### src/rv32_isa_pkg.sv
`default_nettype none

package rv32_isa_pkg;

  // datapath width
  localparam int unsigned xlen = 32;

  // register address width, 32 architectural registers
  localparam int unsigned reg_bits = 5;
  localparam int unsigned num_regs = 1 << reg_bits;

  // only the low five bits of rs2 count as a shift amount
  localparam int unsigned shamt_bits = 5;

  // i-type immediate width
  localparam int unsigned imm_bits = 12;

  // major opcodes
  localparam logic [6:0] op_reg = 7'b0110011;
  localparam logic [6:0] op_imm = 7'b0010011;

  // funct3 values, shared by the R-type and I-type forms
  localparam logic [2:0] f3_add_sub = 3'b000;
  localparam logic [2:0] f3_sll     = 3'b001;
  localparam logic [2:0] f3_xor     = 3'b100;
  localparam logic [2:0] f3_srl     = 3'b101;
  localparam logic [2:0] f3_or      = 3'b110;
  localparam logic [2:0] f3_and     = 3'b111;
  // M extension multiply sits on funct3 000 as well
  localparam logic [2:0] f3_mul     = 3'b000;

  // funct7 selects sub and the M extension
  localparam logic [6:0] f7_sub    = 7'b0100000;
  localparam logic [6:0] f7_muldiv = 7'b0000001;

  // R-type layout, msb first
  typedef struct packed {
    logic [6:0]          funct7;
    logic [reg_bits-1:0] rs2;
    logic [reg_bits-1:0] rs1;
    logic [2:0]          funct3;
    logic [reg_bits-1:0] rd;
    logic [6:0]          opcode;
  } r_type_t;

  // I-type layout, immediate replaces funct7 and rs2
  typedef struct packed {
    logic [imm_bits-1:0] imm12;
    logic [reg_bits-1:0] rs1;
    logic [2:0]          funct3;
    logic [reg_bits-1:0] rd;
    logic [6:0]          opcode;
  } i_type_t;

  // one instruction word, seen either way
  typedef union packed {
    r_type_t         r;
    i_type_t         i;
    logic [xlen-1:0] raw;
  } instr_u;

endpackage

`default_nettype wire
### src/cluster_pkg.sv
`default_nettype none

package cluster_pkg;

  // two lanes share the register file
  localparam int unsigned num_lanes = 2;
  localparam int unsigned lane_bits = $clog2(num_lanes);

  typedef logic [lane_bits-1:0] lane_idx_t;

  // wrap point of the round-robin pointer
  localparam lane_idx_t last_lane = lane_idx_t'(num_lanes - 1);

  // register bank of a lane is the top address bits
  localparam int unsigned bank_shift = rv32_isa_pkg::reg_bits - lane_bits;

  // instruction input buffer, one slot per source credit
  localparam int unsigned instr_credits  = 2;
  localparam int unsigned instr_ptr_bits = $clog2(instr_credits);
  localparam int unsigned instr_cnt_bits = $clog2(instr_credits + 1);

  typedef logic [instr_ptr_bits-1:0] instr_ptr_t;
  typedef logic [instr_cnt_bits-1:0] instr_cnt_t;

  localparam instr_ptr_t instr_last = instr_ptr_t'(instr_credits - 1);
  localparam instr_cnt_t instr_full = instr_cnt_t'(instr_credits);

  // result slots granted by the consumer after reset
  localparam int unsigned result_credits  = 2;
  localparam int unsigned result_cnt_bits = $clog2(result_credits + 1);

  typedef logic [result_cnt_bits-1:0] result_cnt_t;

  localparam result_cnt_t result_init = result_cnt_t'(result_credits);

  // one register file access, read when we is low
  typedef struct packed {
    logic                                  req;
    logic                                  we;
    logic [rv32_isa_pkg::reg_bits-1:0]     rs1;
    logic [rv32_isa_pkg::reg_bits-1:0]     rs2;
    logic [rv32_isa_pkg::reg_bits-1:0]     rd;
    logic [rv32_isa_pkg::xlen-1:0]         wdata;
  } rf_req_t;

  // grant this cycle, read data one cycle after a read grant
  typedef struct packed {
    logic                          grant;
    logic [rv32_isa_pkg::xlen-1:0] rs1_data;
    logic [rv32_isa_pkg::xlen-1:0] rs2_data;
  } rf_rsp_t;

  // retired instruction as seen by the consumer
  typedef struct packed {
    logic [rv32_isa_pkg::reg_bits-1:0] rd;
    logic [rv32_isa_pkg::xlen-1:0]     value;
  } result_t;

endpackage

`default_nettype wire

### src/regfile_arbiter.sv
`default_nettype none

module regfile_arbiter (
  input  wire logic                  clk_i,
  input  wire logic                  rst_n_i,
  input  wire cluster_pkg::rf_req_t  lane_req_i [cluster_pkg::num_lanes],
  output cluster_pkg::rf_rsp_t       lane_rsp_o [cluster_pkg::num_lanes],
  output cluster_pkg::rf_req_t       rf_req_o,
  input  wire cluster_pkg::rf_rsp_t  rf_rsp_i
);

  logic [cluster_pkg::num_lanes-1:0] grant;
  logic                              win_valid;
  cluster_pkg::lane_idx_t            win_idx;
  // lane with first claim this cycle
  cluster_pkg::lane_idx_t            prio_q;
  // one-hot owner of the read data arriving next cycle
  logic [cluster_pkg::num_lanes-1:0] owner_q;

  // round robin, search starts at prio_q
  always_comb begin
    cluster_pkg::lane_idx_t idx;
    grant     = '0;
    win_valid = 1'b0;
    win_idx   = '0;
    idx       = prio_q;
    for (int i = 0; i < cluster_pkg::num_lanes; i++) begin
      if (!win_valid && lane_req_i[idx].req) begin
        grant[idx] = 1'b1;
        win_valid  = 1'b1;
        win_idx    = idx;
      end
      idx = (idx == cluster_pkg::last_lane) ? '0 : idx + 1'b1;
    end
  end

  // winner goes straight through, no added cycle
  assign rf_req_o = win_valid ? lane_req_i[win_idx] : '0;

  always_ff @(posedge clk_i) begin
    if (!rst_n_i) begin
      prio_q  <= '0;
      owner_q <= '0;
    end else begin
      // priority moves past the last winner
      if (win_valid) begin
        prio_q <= (win_idx == cluster_pkg::last_lane) ? '0 : win_idx + 1'b1;
      end
      // only reads return data
      owner_q <= (win_valid && !rf_req_o.we) ? grant : '0;
    end
  end

  // grant now, data to the owner one cycle later
  always_comb begin
    for (int i = 0; i < cluster_pkg::num_lanes; i++) begin
      lane_rsp_o[i].grant    = grant[i];
      lane_rsp_o[i].rs1_data = owner_q[i] ? rf_rsp_i.rs1_data : '0;
      lane_rsp_o[i].rs2_data = owner_q[i] ? rf_rsp_i.rs2_data : '0;
    end
  end

  a_grant_onehot: assert property (@(posedge clk_i) disable iff (!rst_n_i)
    $onehot0(grant))
    else $error("more than one lane granted");

  // lanes must keep a waiting request steady
  for (genvar g = 0; g < cluster_pkg::num_lanes; g++) begin : g_hold
    a_req_stable: assert property (@(posedge clk_i) disable iff (!rst_n_i)
      (lane_req_i[g].req && !grant[g]) |=> $stable(lane_req_i[g]))
      else $error("lane %0d changed a pending request", g);
  end

endmodule

`default_nettype wire

### config.mk
export PLATFORM = sky130hd
export DESIGN_NAME = regfile_arbiter
export DESIGN_NICKNAME = d
export VERILOG_FILES = /design/src/rv32_isa_pkg.sv /design/src/cluster_pkg.sv /design/src/regfile_arbiter.sv
export SDC_FILE = /design/constraint.sdc
export NUM_CORES = 1
export LEC_CHECK = 0
export ABC_AREA = 1
export BUFFER_PORTS_ARGS = -buffer_cell sky130_fd_sc_hd__buf_2
export CAP_MARGIN = 20
export CORE_AREA = 3 3 133 135
export CTS_BUF_LIST = sky130_fd_sc_hd__clkbuf_4
export DETAILED_ROUTE_END_ITERATION = 8
export DIE_AREA = 0 0 136 138
export GPL_TIMING_DRIVEN = 1
export PLACE_DENSITY = 0.38
export SETUP_SLACK_MARGIN = 0.4
export SYNTH_ARGS = -nofsm -noshare
export SYNTH_HDL_FRONTEND = slang
export SYNTH_SLANG_ARGS = --single-unit
### constraint.sdc
create_clock -name clk_i -period 2.85 [get_ports clk_i]
set_input_delay 0.57 -clock clk_i [delete_from_list [all_inputs] [get_ports clk_i]]
set_output_delay 0.57 -clock clk_i [all_outputs]
set_load 0.005 [all_outputs]
# --- Yosys cells after proc, flatten, opt, wreduce, memory -nomap -nowiden ---
# Cells that the tools add are included.
# Widths: inputs -> output; s select.
word_totals:
  register_bits: 3
  latchBits: 0
  ram_bits: 0
  romBits: 0
  input_bits: 165
  out_inout_bits: 179
  elab_cells: 48
  n_memories: 0
classes:
  n_addsub: 2
  multipliers: 0
  n_div: 0
  order_cmp: 7
  n_eq_ne: 0
  n_shift: 0
  mux: 26
  n_bitwise: 4
  n_reduce_logical: 7
ops:
  columns: ["operator", "n"]
  rows:
  - ["$mux 49", 10]
  - ["$mux 32", 4]
  - ["$mux 1", 8]
  - ["$ge 2x2->1 const B", 3]
  - ["$not 1->2", 3]
  - ["$logic_and 1x1->1", 4]
  - ["$lt 1x2->1 const B", 2]
  - ["$mux 2", 2]
  - ["$add 1x1->1 const B", 2]
  - ["$demux 1 s1", 2]
  - ["$ge 1x1->1 const B", 2]
  - ["$logic_not 1->1", 2]
  - ["$or 2x2->2", 1]
  - ["$reduce_and 2->1", 1]

# --- Logic depth before layout (Yosys ltp) ---
depth:
  depth_word: 16
  depth_mapped: 7
  ltp_nobuf: 6

# --- Worst setup path after synthesis ---
# OpenSTA, ideal clock, no wires.
synth_timing:
  kind: "input port to output port"
  start: "input port lane_req_i[97] in the netlist's numbering"
  end: "output port rf_req_o[37] in the netlist's numbering"
  t_arrival_ns: 1.252
  t_required_ns: 2.280
  slack_ns: 1.028
  cell_stages: 7
  n_path_buf: 3
  cell_sequence: "buf_2 > nand2_1 > nand2_2 > buf_6 > buf_6 > nand3_1 > nand2_1"
synth_lines:
  columns: ["element", "line_no", "text"]
  rows:
  - ["start, declared", "regfile_arbiter.sv:6", "input wire cluster_pkg::rf_req_t lane_req_i [cluster_pkg::num_lanes],"]
  - ["end, declared", "regfile_arbiter.sv:8", "output cluster_pkg::rf_req_t rf_req_o,"]

==> results.sh <==
export IMPL_layout_commonest_cell="buf_2"
export IMPL_sw_frac_of_total_pct=44.30
export IMPL_setup_viol=0
export IMPL_reg2reg_to="owner_q[0]$_SDFF_PN0_"
export IMPL_critical_path_max_fanout=38
export IMPL_min_period_ns=2.238
export IMPL_slew_viol_final=0
export IMPL_busiest_layer="met2"
export IMPL_relSlewSlack_pct=54.66
export IMPL_fillCellCount=1989
export IMPL_via_count=3587
export IMPL_yosysWarnings=0
export IMPL_drtPass1Iterations=4
export IMPL_endpoint_kind="primary output"
export IMPL_path_clk_slew_ns=0.04
export IMPL_syn_inst=455
export IMPL_portBuffers=342
export IMPL_pwr_share_comb_pct=76.2
export IMPL_layout_common_cells="buf_2 (342), nand2_1 (229), inv_1 (135)"
export IMPL_coreArea_um2=16580
export IMPL_cts_sinks=3
export IMPL_io_pin_count=344
export IMPL_crit_family="simple AND/OR/NAND/NOR gates"
export IMPL_min_to="prio_q$_SDFFE_PN0P_"
export IMPL_rr_worst_depth=6
export IMPL_path_class="in -> out"
export IMPL_htree_levels=1
export IMPL_tightest_slew_ns=0.6800
export IMPL_met3_usage_pct=2.326
export IMPL_fin_nets=945
export IMPL_antenna_found_initial=1
export IMPL_fin_tns_setup_ns=0
export IMPL_gp_congestion=0.7609
export IMPL_cts_tree="built"
export IMPL_area_growth_pct=105.6
export IMPL_regArea_um2=62.56
export IMPL_seqPwrFrac_pct=8.9
export IMPL_cts_setup_buffers=0
export IMPL_synth_area_per_cell_um2=4.111
export IMPL_p_per_area_nw_per_um2=149.6
export IMPL_worstPathCellList="buf_2 > nand2_1 > nand2_2 > buf_12 > nand3_1 > nand2_1 > buf_2"
export IMPL_first_global_vias=3337
export IMPL_clock_skew_ns=0.006596
export IMPL_netlist_area_um2=1871
export IMPL_ys_ff_latch=3
export IMPL_routed_wl_mm=11.28
export IMPL_cts_buffers=3
export IMPL_cts_hold_buf=0
export IMPL_reg2reg_from="prio_q$_SDFFE_PN0P_"
export IMPL_start_util_pct=11.28
export IMPL_worst_endpoint_arrival_ns=1.67
export IMPL_overflow=0
export IMPL_min_path_type="reg -> reg"
export IMPL_avgViaCountPerCell=3.587
export IMPL_fmax_ghz=0.4469
export IMPL_drc_errors=0
export IMPL_hp_start="prio_q$_SDFFE_PN0P_"
export IMPL_slowest_stage="buf_12"
export IMPL_outcome="complete, no violations"
export IMPL_fin_crit_sh_pct=78.51
export IMPL_multi_input_area_um2=1159
export IMPL_finalHoldViolations=0
export IMPL_drive_gt1_share_pct=45.96
export IMPL_grtUsageMet1_pct=10.06
export IMPL_yosys_area_top_type_share_pct=45.95
export IMPL_p_leak_nw=3.491
export IMPL_synth_top_area_cell="nand2_1"
export IMPL_first_iter_violations=98
export IMPL_grt_start_max_net_pins=65
export IMPL_die_area_um2=18770
export IMPL_rsz0062_at_grt="no"
export IMPL_wire_per_inst_um=11.28
export IMPL_rows=47
export IMPL_holdPathStages=3
export IMPL_grt_first_pass_wirelength_mm=16.68
export IMPL_die_width_um=136
export IMPL_post_route_util_pct=23.19
export IMPL_p_int_uw=320.3
export IMPL_switching_power_uw=254.8
export IMPL_ctsResizeCount=0
export IMPL_placed_area_um2=3812
export IMPL_syn_nets=620
export IMPL_synth_seq_area_share_pct=3.211
export IMPL_finalInstanceArea_um2=3845
export IMPL_cp_data_required_time_ns=2.28
export IMPL_ys_top_cells_by_area="nand2_1 (46%), inv_1 (27%), nand3_1 (13%)"
export IMPL_insertion_delay_ns=0.24
export IMPL_cts_buffer_depth=2
export IMPL_ant_nets=0
export IMPL_grt_total_usage_pct=10.98
export IMPL_crit_buf_inv=3
export IMPL_die_y_um=138
export IMPL_drv_cap=0
export IMPL_max_stage_delay_ns=0.25
export IMPL_root_buffer="clkbuf_4"
export IMPL_dp_hpwl_mm=9.583
export IMPL_worst_setup_path_start_kind="input port"
export IMPL_vdd_drop_max_mv=0.1972
export IMPL_r2r_setup_slack_ns=1.76
export IMPL_p_clk_share_pct=14.9
export IMPL_globalRouteMet2Util_pct=23.68
export IMPL_ys_types=13
## metal layers
| layer | part of all wire (%) | wire, um | vias to the layer above |
|---|---|---|---|
| met5 | 0 | 0 | - |
| li1 | - | - | 1905 |
| met4 | 1.4 | 155 | 0 |
| met3 | 11 | 1213 | 10 |
| met2 | 54 | 6137 | 221 |
| met1 | 33 | 3772 | 1451 |
## kinds of logic (layout without fill, tap and decap cells)
group | Yosys count | after routing | share of synthesized area, %
buffers and inverters | 165 | 489 | 35.25
AO/OA/AOI/OAI | 2 | 2 | 0.8693
AND/OR/NAND/NOR | 285 | 285 | 60.67
flip-flops | 3 | 3 | 3.211
other | 0 | 1 | 0
## cell usage after synthesis (all sizes together)
cell type  count
a21boi         1
clkbuf         3
nor2           5
o21ai          1
buf           27
nand2        230
nand3         50
dfxtp          3
inv          135
## flip-flops by register name, indices dropped and copies added, names as in the netlist
name     flops
owner_q      2
prio_q       1
## power by group through the flow
stage	clock, mW	sequential, mW	combinational, mW
after floorplan	0	0.0460	0.179
after CTS	0.0879	0.0519	0.448
after detailed placement	0	0.0527	0.446
final	0.0855	0.0515	0.438
after global placement	0	0.0526	0.451
after global routing	0.0909	0.0524	0.498
## layout make-up
type / instances / share of cell area (%)
Antenna cell: 1 / 0.06508
Sequential cell: 3 / 1.627
Inverter: 135 / 13.18
Tap cell: 220 / 7.159
Clock buffer: 4 / 0.7810
Timing Repair Buffer: 350 / 47.06
Multi-Input combinational cell: 287 / 30.13
## through the flow
| stage | total power, mW | instances | hold slack (ns) | worst slack (ns) |
|---|---|---|---|---|
| after floorplan | 0.2246 | 455 | 0.4914 | 1.028 |
| after global placement | 0.5040 | 995 | 0.5262 | 0.5683 |
| after detailed placement | 0.4991 | 995 | 0.5279 | 0.5780 |
| after CTS | 0.5881 | 999 | 0.5355 | 0.5758 |
| after global routing | 0.6413 | 1000 | 0.5864 | 0.4933 |
| final | 0.5752 | 1000 | 0.5311 | 0.6123 |
## worst min-delay path, stage by stage, from the launching register on
cell	delay (ns)
dfxtp_1	0.31
nand2_1	0.05
inv_1	0.04
nor2_1	0.09
## worst max-delay path by stage
| stage | startpoint | end | slack, ns | cells after the start |
|---|---|---|---|---|
| floorplan | lane_req_i[97] | rf_req_o[37] | 1.03 | 7 |
| global placement | lane_req_i[97] | rf_req_o[19] | 0.57 | 7 |
| detailed placement | lane_req_i[97] | rf_req_o[19] | 0.58 | 7 |
| CTS | lane_req_i[97] | rf_req_o[19] | 0.58 | 7 |
| global route | lane_req_i[97] | rf_req_o[19] | 0.49 | 7 |
| finish | lane_req_i[97] | rf_req_o[19] | 0.61 | 7 |
(Power assumes the default switching activity.)
