===== src/rv32_isa_pkg.sv =====
`default_nettype none

package rv32_isa_pkg;

  // datapath width
  localparam int unsigned xlen = 32;

  // register address width, 32 architectural registers
  localparam int unsigned reg_bits = 5;
  localparam int unsigned num_regs = 1 << reg_bits;

  // only the low five bits of rs2 count as a shift amount
  localparam int unsigned shamt_bits = 5;

  // i-type immediate width
  localparam int unsigned imm_bits = 12;

  // major opcodes
  localparam logic [6:0] op_reg = 7'b0110011;
  localparam logic [6:0] op_imm = 7'b0010011;

  // funct3 values, shared by the R-type and I-type forms
  localparam logic [2:0] f3_add_sub = 3'b000;
  localparam logic [2:0] f3_sll     = 3'b001;
  localparam logic [2:0] f3_xor     = 3'b100;
  localparam logic [2:0] f3_srl     = 3'b101;
  localparam logic [2:0] f3_or      = 3'b110;
  localparam logic [2:0] f3_and     = 3'b111;
  // M extension multiply sits on funct3 000 as well
  localparam logic [2:0] f3_mul     = 3'b000;

  // funct7 selects sub and the M extension
  localparam logic [6:0] f7_sub    = 7'b0100000;
  localparam logic [6:0] f7_muldiv = 7'b0000001;

  // R-type layout, msb first
  typedef struct packed {
    logic [6:0]          funct7;
    logic [reg_bits-1:0] rs2;
    logic [reg_bits-1:0] rs1;
    logic [2:0]          funct3;
    logic [reg_bits-1:0] rd;
    logic [6:0]          opcode;
  } r_type_t;

  // I-type layout, immediate replaces funct7 and rs2
  typedef struct packed {
    logic [imm_bits-1:0] imm12;
    logic [reg_bits-1:0] rs1;
    logic [2:0]          funct3;
    logic [reg_bits-1:0] rd;
    logic [6:0]          opcode;
  } i_type_t;

  // one instruction word, seen either way
  typedef union packed {
    r_type_t         r;
    i_type_t         i;
    logic [xlen-1:0] raw;
  } instr_u;

endpackage

`default_nettype wire

===== src/cluster_pkg.sv =====
`default_nettype none

package cluster_pkg;

  // two lanes share the register file
  localparam int unsigned num_lanes = 2;
  localparam int unsigned lane_bits = $clog2(num_lanes);

  typedef logic [lane_bits-1:0] lane_idx_t;

  // wrap point of the round-robin pointer
  localparam lane_idx_t last_lane = lane_idx_t'(num_lanes - 1);

  // register bank of a lane is the top address bits
  localparam int unsigned bank_shift = rv32_isa_pkg::reg_bits - lane_bits;

  // instruction input buffer, one slot per source credit
  localparam int unsigned instr_credits  = 2;
  localparam int unsigned instr_ptr_bits = $clog2(instr_credits);
  localparam int unsigned instr_cnt_bits = $clog2(instr_credits + 1);

  typedef logic [instr_ptr_bits-1:0] instr_ptr_t;
  typedef logic [instr_cnt_bits-1:0] instr_cnt_t;

  localparam instr_ptr_t instr_last = instr_ptr_t'(instr_credits - 1);
  localparam instr_cnt_t instr_full = instr_cnt_t'(instr_credits);

  // result slots granted by the consumer after reset
  localparam int unsigned result_credits  = 2;
  localparam int unsigned result_cnt_bits = $clog2(result_credits + 1);

  typedef logic [result_cnt_bits-1:0] result_cnt_t;

  localparam result_cnt_t result_init = result_cnt_t'(result_credits);

  // one register file access, read when we is low
  typedef struct packed {
    logic                                  req;
    logic                                  we;
    logic [rv32_isa_pkg::reg_bits-1:0]     rs1;
    logic [rv32_isa_pkg::reg_bits-1:0]     rs2;
    logic [rv32_isa_pkg::reg_bits-1:0]     rd;
    logic [rv32_isa_pkg::xlen-1:0]         wdata;
  } rf_req_t;

  // grant this cycle, read data one cycle after a read grant
  typedef struct packed {
    logic                          grant;
    logic [rv32_isa_pkg::xlen-1:0] rs1_data;
    logic [rv32_isa_pkg::xlen-1:0] rs2_data;
  } rf_rsp_t;

  // retired instruction as seen by the consumer
  typedef struct packed {
    logic [rv32_isa_pkg::reg_bits-1:0] rd;
    logic [rv32_isa_pkg::xlen-1:0]     value;
  } result_t;

endpackage

`default_nettype wire


===== src/alu_lane.sv =====
`default_nettype none

module alu_lane (
  input  wire logic                    clk_i,
  input  wire logic                    rst_n_i,
  input  wire cluster_pkg::lane_idx_t  lane_id_i,
  input  wire logic                    instr_valid_i,
  input  wire rv32_isa_pkg::instr_u    instr_i,
  output logic                         instr_credit_o,
  output cluster_pkg::rf_req_t         rf_req_o,
  input  wire cluster_pkg::rf_rsp_t    rf_rsp_i,
  output logic                         result_valid_o,
  output cluster_pkg::result_t         result_o,
  input  wire logic                    result_credit_i
);

  typedef enum logic [2:0] {
    st_idle,
    st_read,
    st_wait,
    st_write,
    st_emit
  } state_e;

  state_e                        state_q;

  // input buffer
  logic [rv32_isa_pkg::xlen-1:0] buf_q [cluster_pkg::instr_credits];
  cluster_pkg::instr_ptr_t       wr_ptr_q;
  cluster_pkg::instr_ptr_t       rd_ptr_q;
  cluster_pkg::instr_cnt_t       count_q;
  logic                          push;
  logic                          pop;

  // instruction in flight and its result
  rv32_isa_pkg::instr_u          cur_q;
  logic [rv32_isa_pkg::xlen-1:0] value_q;
  cluster_pkg::result_cnt_t      cred_q;

  // alu
  logic                          is_reg;
  logic                          is_imm;
  logic [rv32_isa_pkg::xlen-1:0] imm_ext;
  logic [rv32_isa_pkg::xlen-1:0] op_a;
  logic [rv32_isa_pkg::xlen-1:0] op_b;
  logic [rv32_isa_pkg::xlen-1:0] alu_out;

  // a register lies in this lane's bank, or is x0
  function automatic logic in_bank(input logic [rv32_isa_pkg::reg_bits-1:0] addr,
                                   input cluster_pkg::lane_idx_t lane);
    return (addr == '0) ||
           (addr[rv32_isa_pkg::reg_bits-1:cluster_pkg::bank_shift] == lane);
  endfunction

  // source only pushes with a credit in hand
  assign push = instr_valid_i;
  // next instruction leaves the buffer once the lane is idle
  assign pop  = (state_q == st_idle) && (count_q != '0);

  always_ff @(posedge clk_i) begin
    if (push) begin
      buf_q[wr_ptr_q] <= instr_i.raw;
    end
  end

  always_ff @(posedge clk_i) begin
    if (!rst_n_i) begin
      wr_ptr_q       <= '0;
      rd_ptr_q       <= '0;
      count_q        <= '0;
      instr_credit_o <= 1'b0;
    end else begin
      if (push) begin
        wr_ptr_q <= (wr_ptr_q == cluster_pkg::instr_last) ? '0 : wr_ptr_q + 1'b1;
      end
      if (pop) begin
        rd_ptr_q <= (rd_ptr_q == cluster_pkg::instr_last) ? '0 : rd_ptr_q + 1'b1;
      end
      if (push && !pop) begin
        count_q <= count_q + 1'b1;
      end else if (pop && !push) begin
        count_q <= count_q - 1'b1;
      end
      // freed slot goes back to the source
      instr_credit_o <= pop;
    end
  end

  // decode, both formats keep opcode, rd, funct3 and rs1 in place
  assign is_reg  = (cur_q.r.opcode == rv32_isa_pkg::op_reg);
  assign is_imm  = (cur_q.r.opcode == rv32_isa_pkg::op_imm);
  assign imm_ext = {{(rv32_isa_pkg::xlen - rv32_isa_pkg::imm_bits){cur_q.i.imm12[11]}},
                    cur_q.i.imm12};
  assign op_a    = rf_rsp_i.rs1_data;
  assign op_b    = is_reg ? rf_rsp_i.rs2_data : imm_ext;

  always_comb begin
    alu_out = '0;
    if (is_reg && (cur_q.r.funct7 == rv32_isa_pkg::f7_muldiv) &&
        (cur_q.r.funct3 == rv32_isa_pkg::f3_mul)) begin
      // low word of the product
      alu_out = op_a * op_b;
    end else if (is_reg || is_imm) begin
      case (cur_q.r.funct3)
        rv32_isa_pkg::f3_add_sub: begin
          if (is_reg && (cur_q.r.funct7 == rv32_isa_pkg::f7_sub)) begin
            alu_out = op_a - op_b;
          end else begin
            alu_out = op_a + op_b;
          end
        end
        rv32_isa_pkg::f3_sll: alu_out = op_a << op_b[rv32_isa_pkg::shamt_bits-1:0];
        rv32_isa_pkg::f3_srl: alu_out = op_a >> op_b[rv32_isa_pkg::shamt_bits-1:0];
        rv32_isa_pkg::f3_xor: alu_out = op_a ^ op_b;
        rv32_isa_pkg::f3_or:  alu_out = op_a | op_b;
        rv32_isa_pkg::f3_and: alu_out = op_a & op_b;
        default:              alu_out = '0;
      endcase
    end
  end

  // instruction and result payload
  always_ff @(posedge clk_i) begin
    if (pop) begin
      cur_q.raw <= buf_q[rd_ptr_q];
    end
    // operands are on rf_rsp_i only during st_wait
    if (state_q == st_wait) begin
      value_q <= alu_out;
    end
  end

  // idle, read, wait data, write, emit
  always_ff @(posedge clk_i) begin
    if (!rst_n_i) begin
      state_q <= st_idle;
    end else begin
      case (state_q)
        st_idle:  if (pop)             state_q <= st_read;
        st_read:  if (rf_rsp_i.grant)  state_q <= st_wait;
        st_wait:                       state_q <= st_write;
        st_write: if (rf_rsp_i.grant)  state_q <= st_emit;
        st_emit:  if (cred_q != '0)    state_q <= st_idle;
        default:                       state_q <= st_idle;
      endcase
    end
  end

  // fields stay fixed while a request waits for grant
  always_comb begin
    rf_req_o       = '0;
    rf_req_o.req   = (state_q == st_read) || (state_q == st_write);
    rf_req_o.we    = (state_q == st_write);
    rf_req_o.rs1   = cur_q.r.rs1;
    // I-type has no rs2, keep the port on x0
    rf_req_o.rs2   = is_reg ? cur_q.r.rs2 : '0;
    rf_req_o.rd    = cur_q.r.rd;
    rf_req_o.wdata = value_q;
  end

  // one pulse per result, only while a credit is held
  assign result_valid_o = (state_q == st_emit) && (cred_q != '0);
  assign result_o.rd    = cur_q.r.rd;
  assign result_o.value = value_q;

  always_ff @(posedge clk_i) begin
    if (!rst_n_i) begin
      cred_q <= cluster_pkg::result_init;
    end else if (result_credit_i && !result_valid_o) begin
      cred_q <= cred_q + 1'b1;
    end else if (result_valid_o && !result_credit_i) begin
      cred_q <= cred_q - 1'b1;
    end
  end

  a_no_overflow: assert property (@(posedge clk_i) disable iff (!rst_n_i)
    push |-> (count_q != cluster_pkg::instr_full))
    else $error("source credit violation, push into full buffer");

  // bank rule keeps the lanes independent
  a_own_bank: assert property (@(posedge clk_i) disable iff (!rst_n_i)
    rf_req_o.req |-> (in_bank(rf_req_o.rs1, lane_id_i) &&
                      in_bank(rf_req_o.rs2, lane_id_i) &&
                      in_bank(rf_req_o.rd, lane_id_i)))
    else $error("lane %0d touched a register outside its bank", lane_id_i);

endmodule

`default_nettype wire


===== config.mk =====
export PLATFORM = sky130hd
export DESIGN_NAME = alu_lane
export DESIGN_NICKNAME = d
export VERILOG_FILES = /design/src/rv32_isa_pkg.sv /design/src/cluster_pkg.sv /design/src/alu_lane.sv
export SDC_FILE = /design/constraint.sdc
export NUM_CORES = 2
export LEC_CHECK = 0
export BUFFER_PORTS_ARGS = -buffer_cell sky130_fd_sc_hd__buf_2
export CAP_MARGIN = 10
export CORE_MARGIN = 1.5
export CORE_UTILIZATION = 50
export CTS_CLUSTER_SIZE = 28
export DETAILED_ROUTE_END_ITERATION = 8
export PLACE_DENSITY = 0.68
export RECOVER_POWER = 50
export SLEW_MARGIN = 20
export SYNTH_ARGS = -nofsm -noshare
export SYNTH_HDL_FRONTEND = slang
export SYNTH_SLANG_ARGS = --single-unit

===== constraint.sdc =====
create_clock -name clk_i -period 13 [get_ports clk_i]
set_clock_uncertainty 0.2 [all_clocks]
set_input_delay 1.3 -clock clk_i [delete_from_list [all_inputs] [get_ports clk_i]]
set_output_delay 1.3 -clock clk_i [all_outputs]
set_load 0.1 [all_outputs]

Word-level counts from Yosys, hierarchy flattened
Memory sizes are Yosys's and may differ from the RTL's. A register that Yosys moved wholly into a read port is not among the register bits.
Index checks and enable logic that the tools add are counted.
{"block": "word_totals", "regBits": 42, "latch_bits": 0, "ram_bits": 64, "romBits": 0, "in_bits": 102, "output_inout_bits": 88, "word_cells": 80, "memories": 1}
{"memory": "buf_q", "words": 2, "width": 32, "rd": 1, "rd_ports_with_merged_regs": 1, "wr": 1, "line_no": "alu_lane.sv:28", "source": "logic [rv32_isa_pkg::xlen-1:0] buf_q [cluster_pkg::instr_credits];"}
{"block": "classes", "n_addsub": 8, "mul": 1, "div_mod_pow": 0, "n_lt_le_gt_ge": 0, "n_eq_ne": 17, "shifts": 2, "n_mux": 19, "bitwise_logic": 3, "n_reduce_logical": 22}
{"op": "case mux 32 bit (6 select lines)", "n": 1}
{"op": "2-to-1 mux 32 bit", "n": 4}
{"op": "adder 32 bit", "n": 1}
{"op": "bitwise AND 32 bit", "n": 1}
{"op": "multiplier 32 x 32 -> 32 bit", "n": 1}
{"op": "bitwise OR 32 bit", "n": 1}
{"op": "<< shifter 32 x 5 -> 32 bit", "n": 1}
{"op": "right shift 32 x 5 -> 32 bit", "n": 1}
{"op": "subtractor 32 bit", "n": 1}
{"op": "bitwise XOR 32 bit", "n": 1}
{"op": "equality test 3 bit, second input constant", "n": 5}
{"op": "case mux 3 bit (5 select lines)", "n": 1}
{"op": "equality test 7 x 6 -> 1 bit, second input constant", "n": 2}
{"op": "2-to-1 mux 3 bit", "n": 4}
{"op": "logical AND 1 bit", "n": 9}
{"op": "2-to-1 mux 2 bit", "n": 4}
{"op": "nonzero test 2 bit", "n": 4}
{"op": "equality test 7 x 1 -> 1 bit, second input constant", "n": 1}
{"op": "equality test 7 x 5 -> 1 bit, second input constant", "n": 1}
{"op": "equality test 3 x 1 -> 1 bit, second input constant", "n": 2}
{"op": "equality test 3 x 2 -> 1 bit, second input constant", "n": 2}
{"op": "zero test 3 bit", "n": 2}
{"op": "!= test 2 bit, second input constant", "n": 3}
{"op": "2-to-1 mux 5 bit", "n": 1}
{"op": "other kinds (8)", "n": 18}

Longest topological paths before layout
{"block": "depth", "word_depth": 7, "depth_mapped": 35, "depth_no_buf": 31}

Worst setup path before layout
Ideal clock, no wire load.
{"block": "synth_timing", "path_kind": "input-to-reg", "from": "input rf_rsp_i[2] (netlist bit)", "to": "register value_q[31] (netlist bit) (data pin)", "setup_time_ps": 271, "arrival_time_ps": 8841, "required_ps": 12529, "slack_ps": 3687, "path_stages": 29, "n_path_buf": 4, "path_cell_list": "mux2_2 -> inv_1 -> buf_2 -> buf_2 -> clkbuf_1 -> clkbuf_1 -> nor2_1 -> fa_1 -> fa_1 -> fa_1 -> inv_1 -> fa_1 -> inv_1 -> fa_1 -> fa_1 -> fa_1 -> fa_1 -> ha_1 -> and2_1 -> a221o_1 -> a21o_1 -> a21oi_1 -> o21ai_0 -> o21ai_0 -> a21oi_1 -> a21o_1 -> a21oi_1 -> xnor2_1 -> o22ai_1"}
{"block": "synth_via", "elab_chain_cells": 6, "word_cells_on_any_way": 10, "cone_classes": "add/sub (2); mul (1); shift (2); mux (5)"}
{"element": "start, declared", "line_no": "alu_lane.sv:11", "source": "input wire cluster_pkg::rf_rsp_t rf_rsp_i,"}
{"element": "2-to-1 mux 32 bit *", "line_no": "alu_lane.sv:95", "source": "assign op_b = is_reg ? rf_rsp_i.rs2_data : imm_ext;"}
{"element": "parallel branches: the longest is 4 deep, another holds multiplier 32 x 32 -> 32 bit"}
{"element": "2-to-1 mux 32 bit *", "line_no": "alu_lane.sv:99", "source": "if (is_reg && (cur_q.r.funct7 == rv32_isa_pkg::f7_muldiv) &&"}
{"element": "net alu_out (one bit)", "line_no": "alu_lane.sv:46", "source": "logic [rv32_isa_pkg::xlen-1:0] alu_out;"}
{"element": "end signal, assigned", "line_no": "alu_lane.sv:129", "source": "value_q <= alu_out;"}
{"element": "end, declared", "line_no": "alu_lane.sv:37", "source": "logic [rv32_isa_pkg::xlen-1:0] value_q;"}
Mark *: on every way through the listed nets, which the timed path passes.
A chain may end at the register's enable or synchronous reset.

Final worst setup path
{"block": "layout_timing", "from": "register cur_q[6] (netlist bit) (read register of buf_q)", "to": "register value_q[31] (netlist bit) (data pin)"}
{"block": "layout_via", "elab_chain_cells": 7, "word_cells_on_any_way": 19, "cone_classes": "add/sub (2); mul (1); eq/ne (2); shift (2); mux (5); bitwise (3); reduce/logical (4)"}
{"element": "start, declared", "line_no": "alu_lane.sv:36", "source": "rv32_isa_pkg::instr_u cur_q;"}
{"element": "parallel branches: the longest is 6 deep, another holds multiplier 32 x 32 -> 32 bit"}
{"element": "2-to-1 mux 32 bit *", "line_no": "alu_lane.sv:99"}
{"element": "net alu_out (one bit)", "line_no": "alu_lane.sv:46"}
Marked as above.

==> impl_metrics.json <==
{
  "num_rows": 86,
  "top_layer": "met5",
  "grt_overflow": 0,
  "nets": 3950,
  "wl_met2_um": 45870,
  "clock_path_buffers": 2,
  "critPathMaxFanout": 26,
  "ys.flop_type": "edfxtp_1",
  "worstSetupPathType": "flip-flop to flip-flop",
  "violations": "max-capacitance violations, max-slew violations",
  "syn_area_per_cell_um2": 8.822,
  "cp_top_family": "adder cells",
  "syn-cell-area_um2": 28030,
  "grt_usage": 0.3860,
  "synth-xor-area-share": 0.04420,
  "setup_viol": 0,
  "grt_max_degree": 63,
  "vias": 24550,
  "synth.most_common_cell": "inv_1",
  "drtPass1Iterations": 8,
  "path_buf_inv": 3,
  "synth_top_area_cell": "fa_1",
  "ios": 190,
  "slowest_stage": "clkinv_1",
  "yosysWarningCount": 0,
  "yosysSeqAreaShare": 0.1443,
  "maxCapViolCount": 5,
  "hp-class": "flip-flop to flip-flop",
  "start_kind": "flip-flop",
  "path_clk_slew_ns": 0.07,
  "portBuffers": 188,
  "fin_tns_setup_ns": 0,
  "period_needed_ns": 10.92,
  "synthMuxAreaShare": 0.06661,
  "netlist.area_leader.share": 0.2921,
  "cts-htree-levels": 4,
  "cts.sinks": 138,
  "dpl-instance-area_um2": 29260,
  "outcome": "finished, violations left",
  "synth_compound_area_frac": 0.1137,
  "synth_seq_cells": 138,
  "grt_pass1_wl_um": 161000,
  "grt_pass1_vias": 25290,
  "drt-total-wl_um": 108200,
  "utilization": 0.5407,
  "routabilityCongestion": 1.048,
  "hold_buffers": 0,
  "worst_pin_slew_ns": 1.966,
  "cts_buffers": 17,
  "finalHoldViolCount": 0,
  "core-area_um2": 55200,
  "yosys.area_share.adder": 0.3913,
  "dr_wl_met3_um": 12810,
  "drc_errors": 0,
  "arrival_ns": 10.89,
  "synthArstFlopShare": 0,
  "area_growth_pct": 6.487,
  "relSlewSlack": -0.3107,
  "synthSimpleGateAreaFrac": 0.1386,
  "post_cts_resized": 0,
  "start_util": 0.5077,
  "slowest_delay_ns": 0.90,
  "required_ns": 12.97,
  "nFillCells": 5157,
  "synthTopCellsByArea": "fa_1, edfxtp_1, ha_1, inv_1, nor2_1",
  "synth_edf_count": 128,
  "slew_viol_final": 169,
  "die_x_um": 239.8,
  "m1WireLength_um": 41520,
  "cts_setup_buffers": 0,
  "die_h_um": 239.8,
  "fin_area_um2": 29840,
  "fmax_ghz": 0.09161,
  "worst_path_most_repeated_cell": "fa_1",
  "antenna_left": 0,
  "synthTopCellsByCount": "inv_1, nor2_1, fa_1",
  "drtIter0Drc": 3327,
  "crit_path_end_kind": "flip-flop",
  "syn_nets": 3910,
  "vias_per_cell": 6.166,
  "drive_above_1_share": 0.1099,
  "rsz0062_at_grt": "no",
  "syn-instance-count": 3177,
  "antenna_found_initial": 4,
  "cts_tree": "yes",
  "synth_top_family_by_area": "adder cells",
  "wl_per_cell_um": 27.18,
  "hpwl_um": 81890,
  "synth.distinct_cells": 89,
  "clock_latency_ns": 0.44,
  "die-area_um2": 57480,
  "root_buffer": "clkbuf_16",
  "fin_crit_sh": 0.8397
}
==> routing by layer <==
metal | up-vias | global-route usage
met2 | 1669 | 0.5733
met5 | - | 0
met3 | 424 | 0.09704
li1 | 10400 | -
met4 | 4 | 0.2294
met1 | 12050 | 0.5087
==> registers in the layout, indices dropped and copies added (netlist names) <==
register,cells
rd_ptr_q,1
value_q,32
instr_credit_o,1
wr_ptr_q,1
count_q,2
cur_q,32
state_q,3
buf_q,64
cred_q,2
==> worst reg2reg max path: stages, from the launching register on <==
cell and delay (ns):
edfxtp_1 0.44, or4b_4 0.63, nor2_4 0.55, mux2_4 0.40, clkinv_1 0.91, nor2_1 0.52, fa_1 0.50, fa_1 0.51
fa_1 0.52, inv_1 0.05, fa_1 0.48, inv_1 0.06, fa_1 0.50, fa_1 0.58, fa_1 0.45, fa_1 0.45
ha_1 0.36, and2_1 0.21, a221o_1 0.30, a21o_1 0.18, a21oi_1 0.20, o21ai_0 0.11, o21ai_0 0.48, a21oi_1 0.20
a21o_1 0.22, a21oi_1 0.19, xnor2_1 0.32, o22ai_1 0.15
==> cells by family (layout without fill, tap and decap cells) <==
group | after synthesis | count (layout)
adders and majority gates | 631 | 631
and+or+nand+nor | 912 | 912
AOI/OAI and AO/OA | 483 | 483
xor gates and xnor gates | 139 | 139
buffers and inverters | 697 | 750
DFF | 138 | 138
other | 0 | 3
muxes | 177 | 177
==> worst paths after layout <==
path | startpoint | to | slack, ns | cells after the start
setup reg to reg | cur_q[6] | value_q[31] | 2.08 | 27
hold reg to reg | cred_q[1] | cred_q[1] | 0.31 | 2
hold / removal | cred_q[1] | cred_q[1] | 0.31 | 2
setup / recovery | cur_q[6] | value_q[31] | 2.08 | 27
==> cell type report <==
type	count	area, µm²	share of cell area
Antenna cell	3	7.507	0.0002515
Clock buffer	17	425.4	0.01425
Clock inverter	15	197.7	0.006624
Inverter	479	1798	0.06024
Multi-Input combinational cell	2342	21150	0.7086
Sequential cell	138	4044	0.1355
Tap cell	748	935.9	0.03136
Timing Repair Buffer	239	1289	0.04318
==> stage by stage <==
step / hold WS, ns / instances / worst slack [ns]
floorplan: 0.2645 / 3177 / 3.687
global placement: 0.2746 / 3946 / 2.768
detailed placement: 0.2929 / 3946 / 2.620
CTS: 0.3172 / 3978 / 2.578
global route: 0.3536 / 3979 / 1.912
finish: 0.3134 / 3981 / 2.085
==> cells in the final DEF, fill, tap and decap left out, drive strengths merged, types with 40 or more instances in the layout <==
cell | synthesis | routed
inv | 472 | 481
nor2 | 424 | 424
fa | 409 | 409
nand2 | 336 | 336
ha | 222 | 222
buf | 104 | 221
edfxtp | 128 | 128
mux2i | 120 | 120
a21oi | 116 | 116
xnor2 | 108 | 108
o21ai | 92 | 92
mux2 | 57 | 57
o22ai | 44 | 44
a22o | 40 | 40
Power is left out: the tool's default activity adds up to more than one toggle a clock period on the data nets, which glitch-free logic cannot reach.
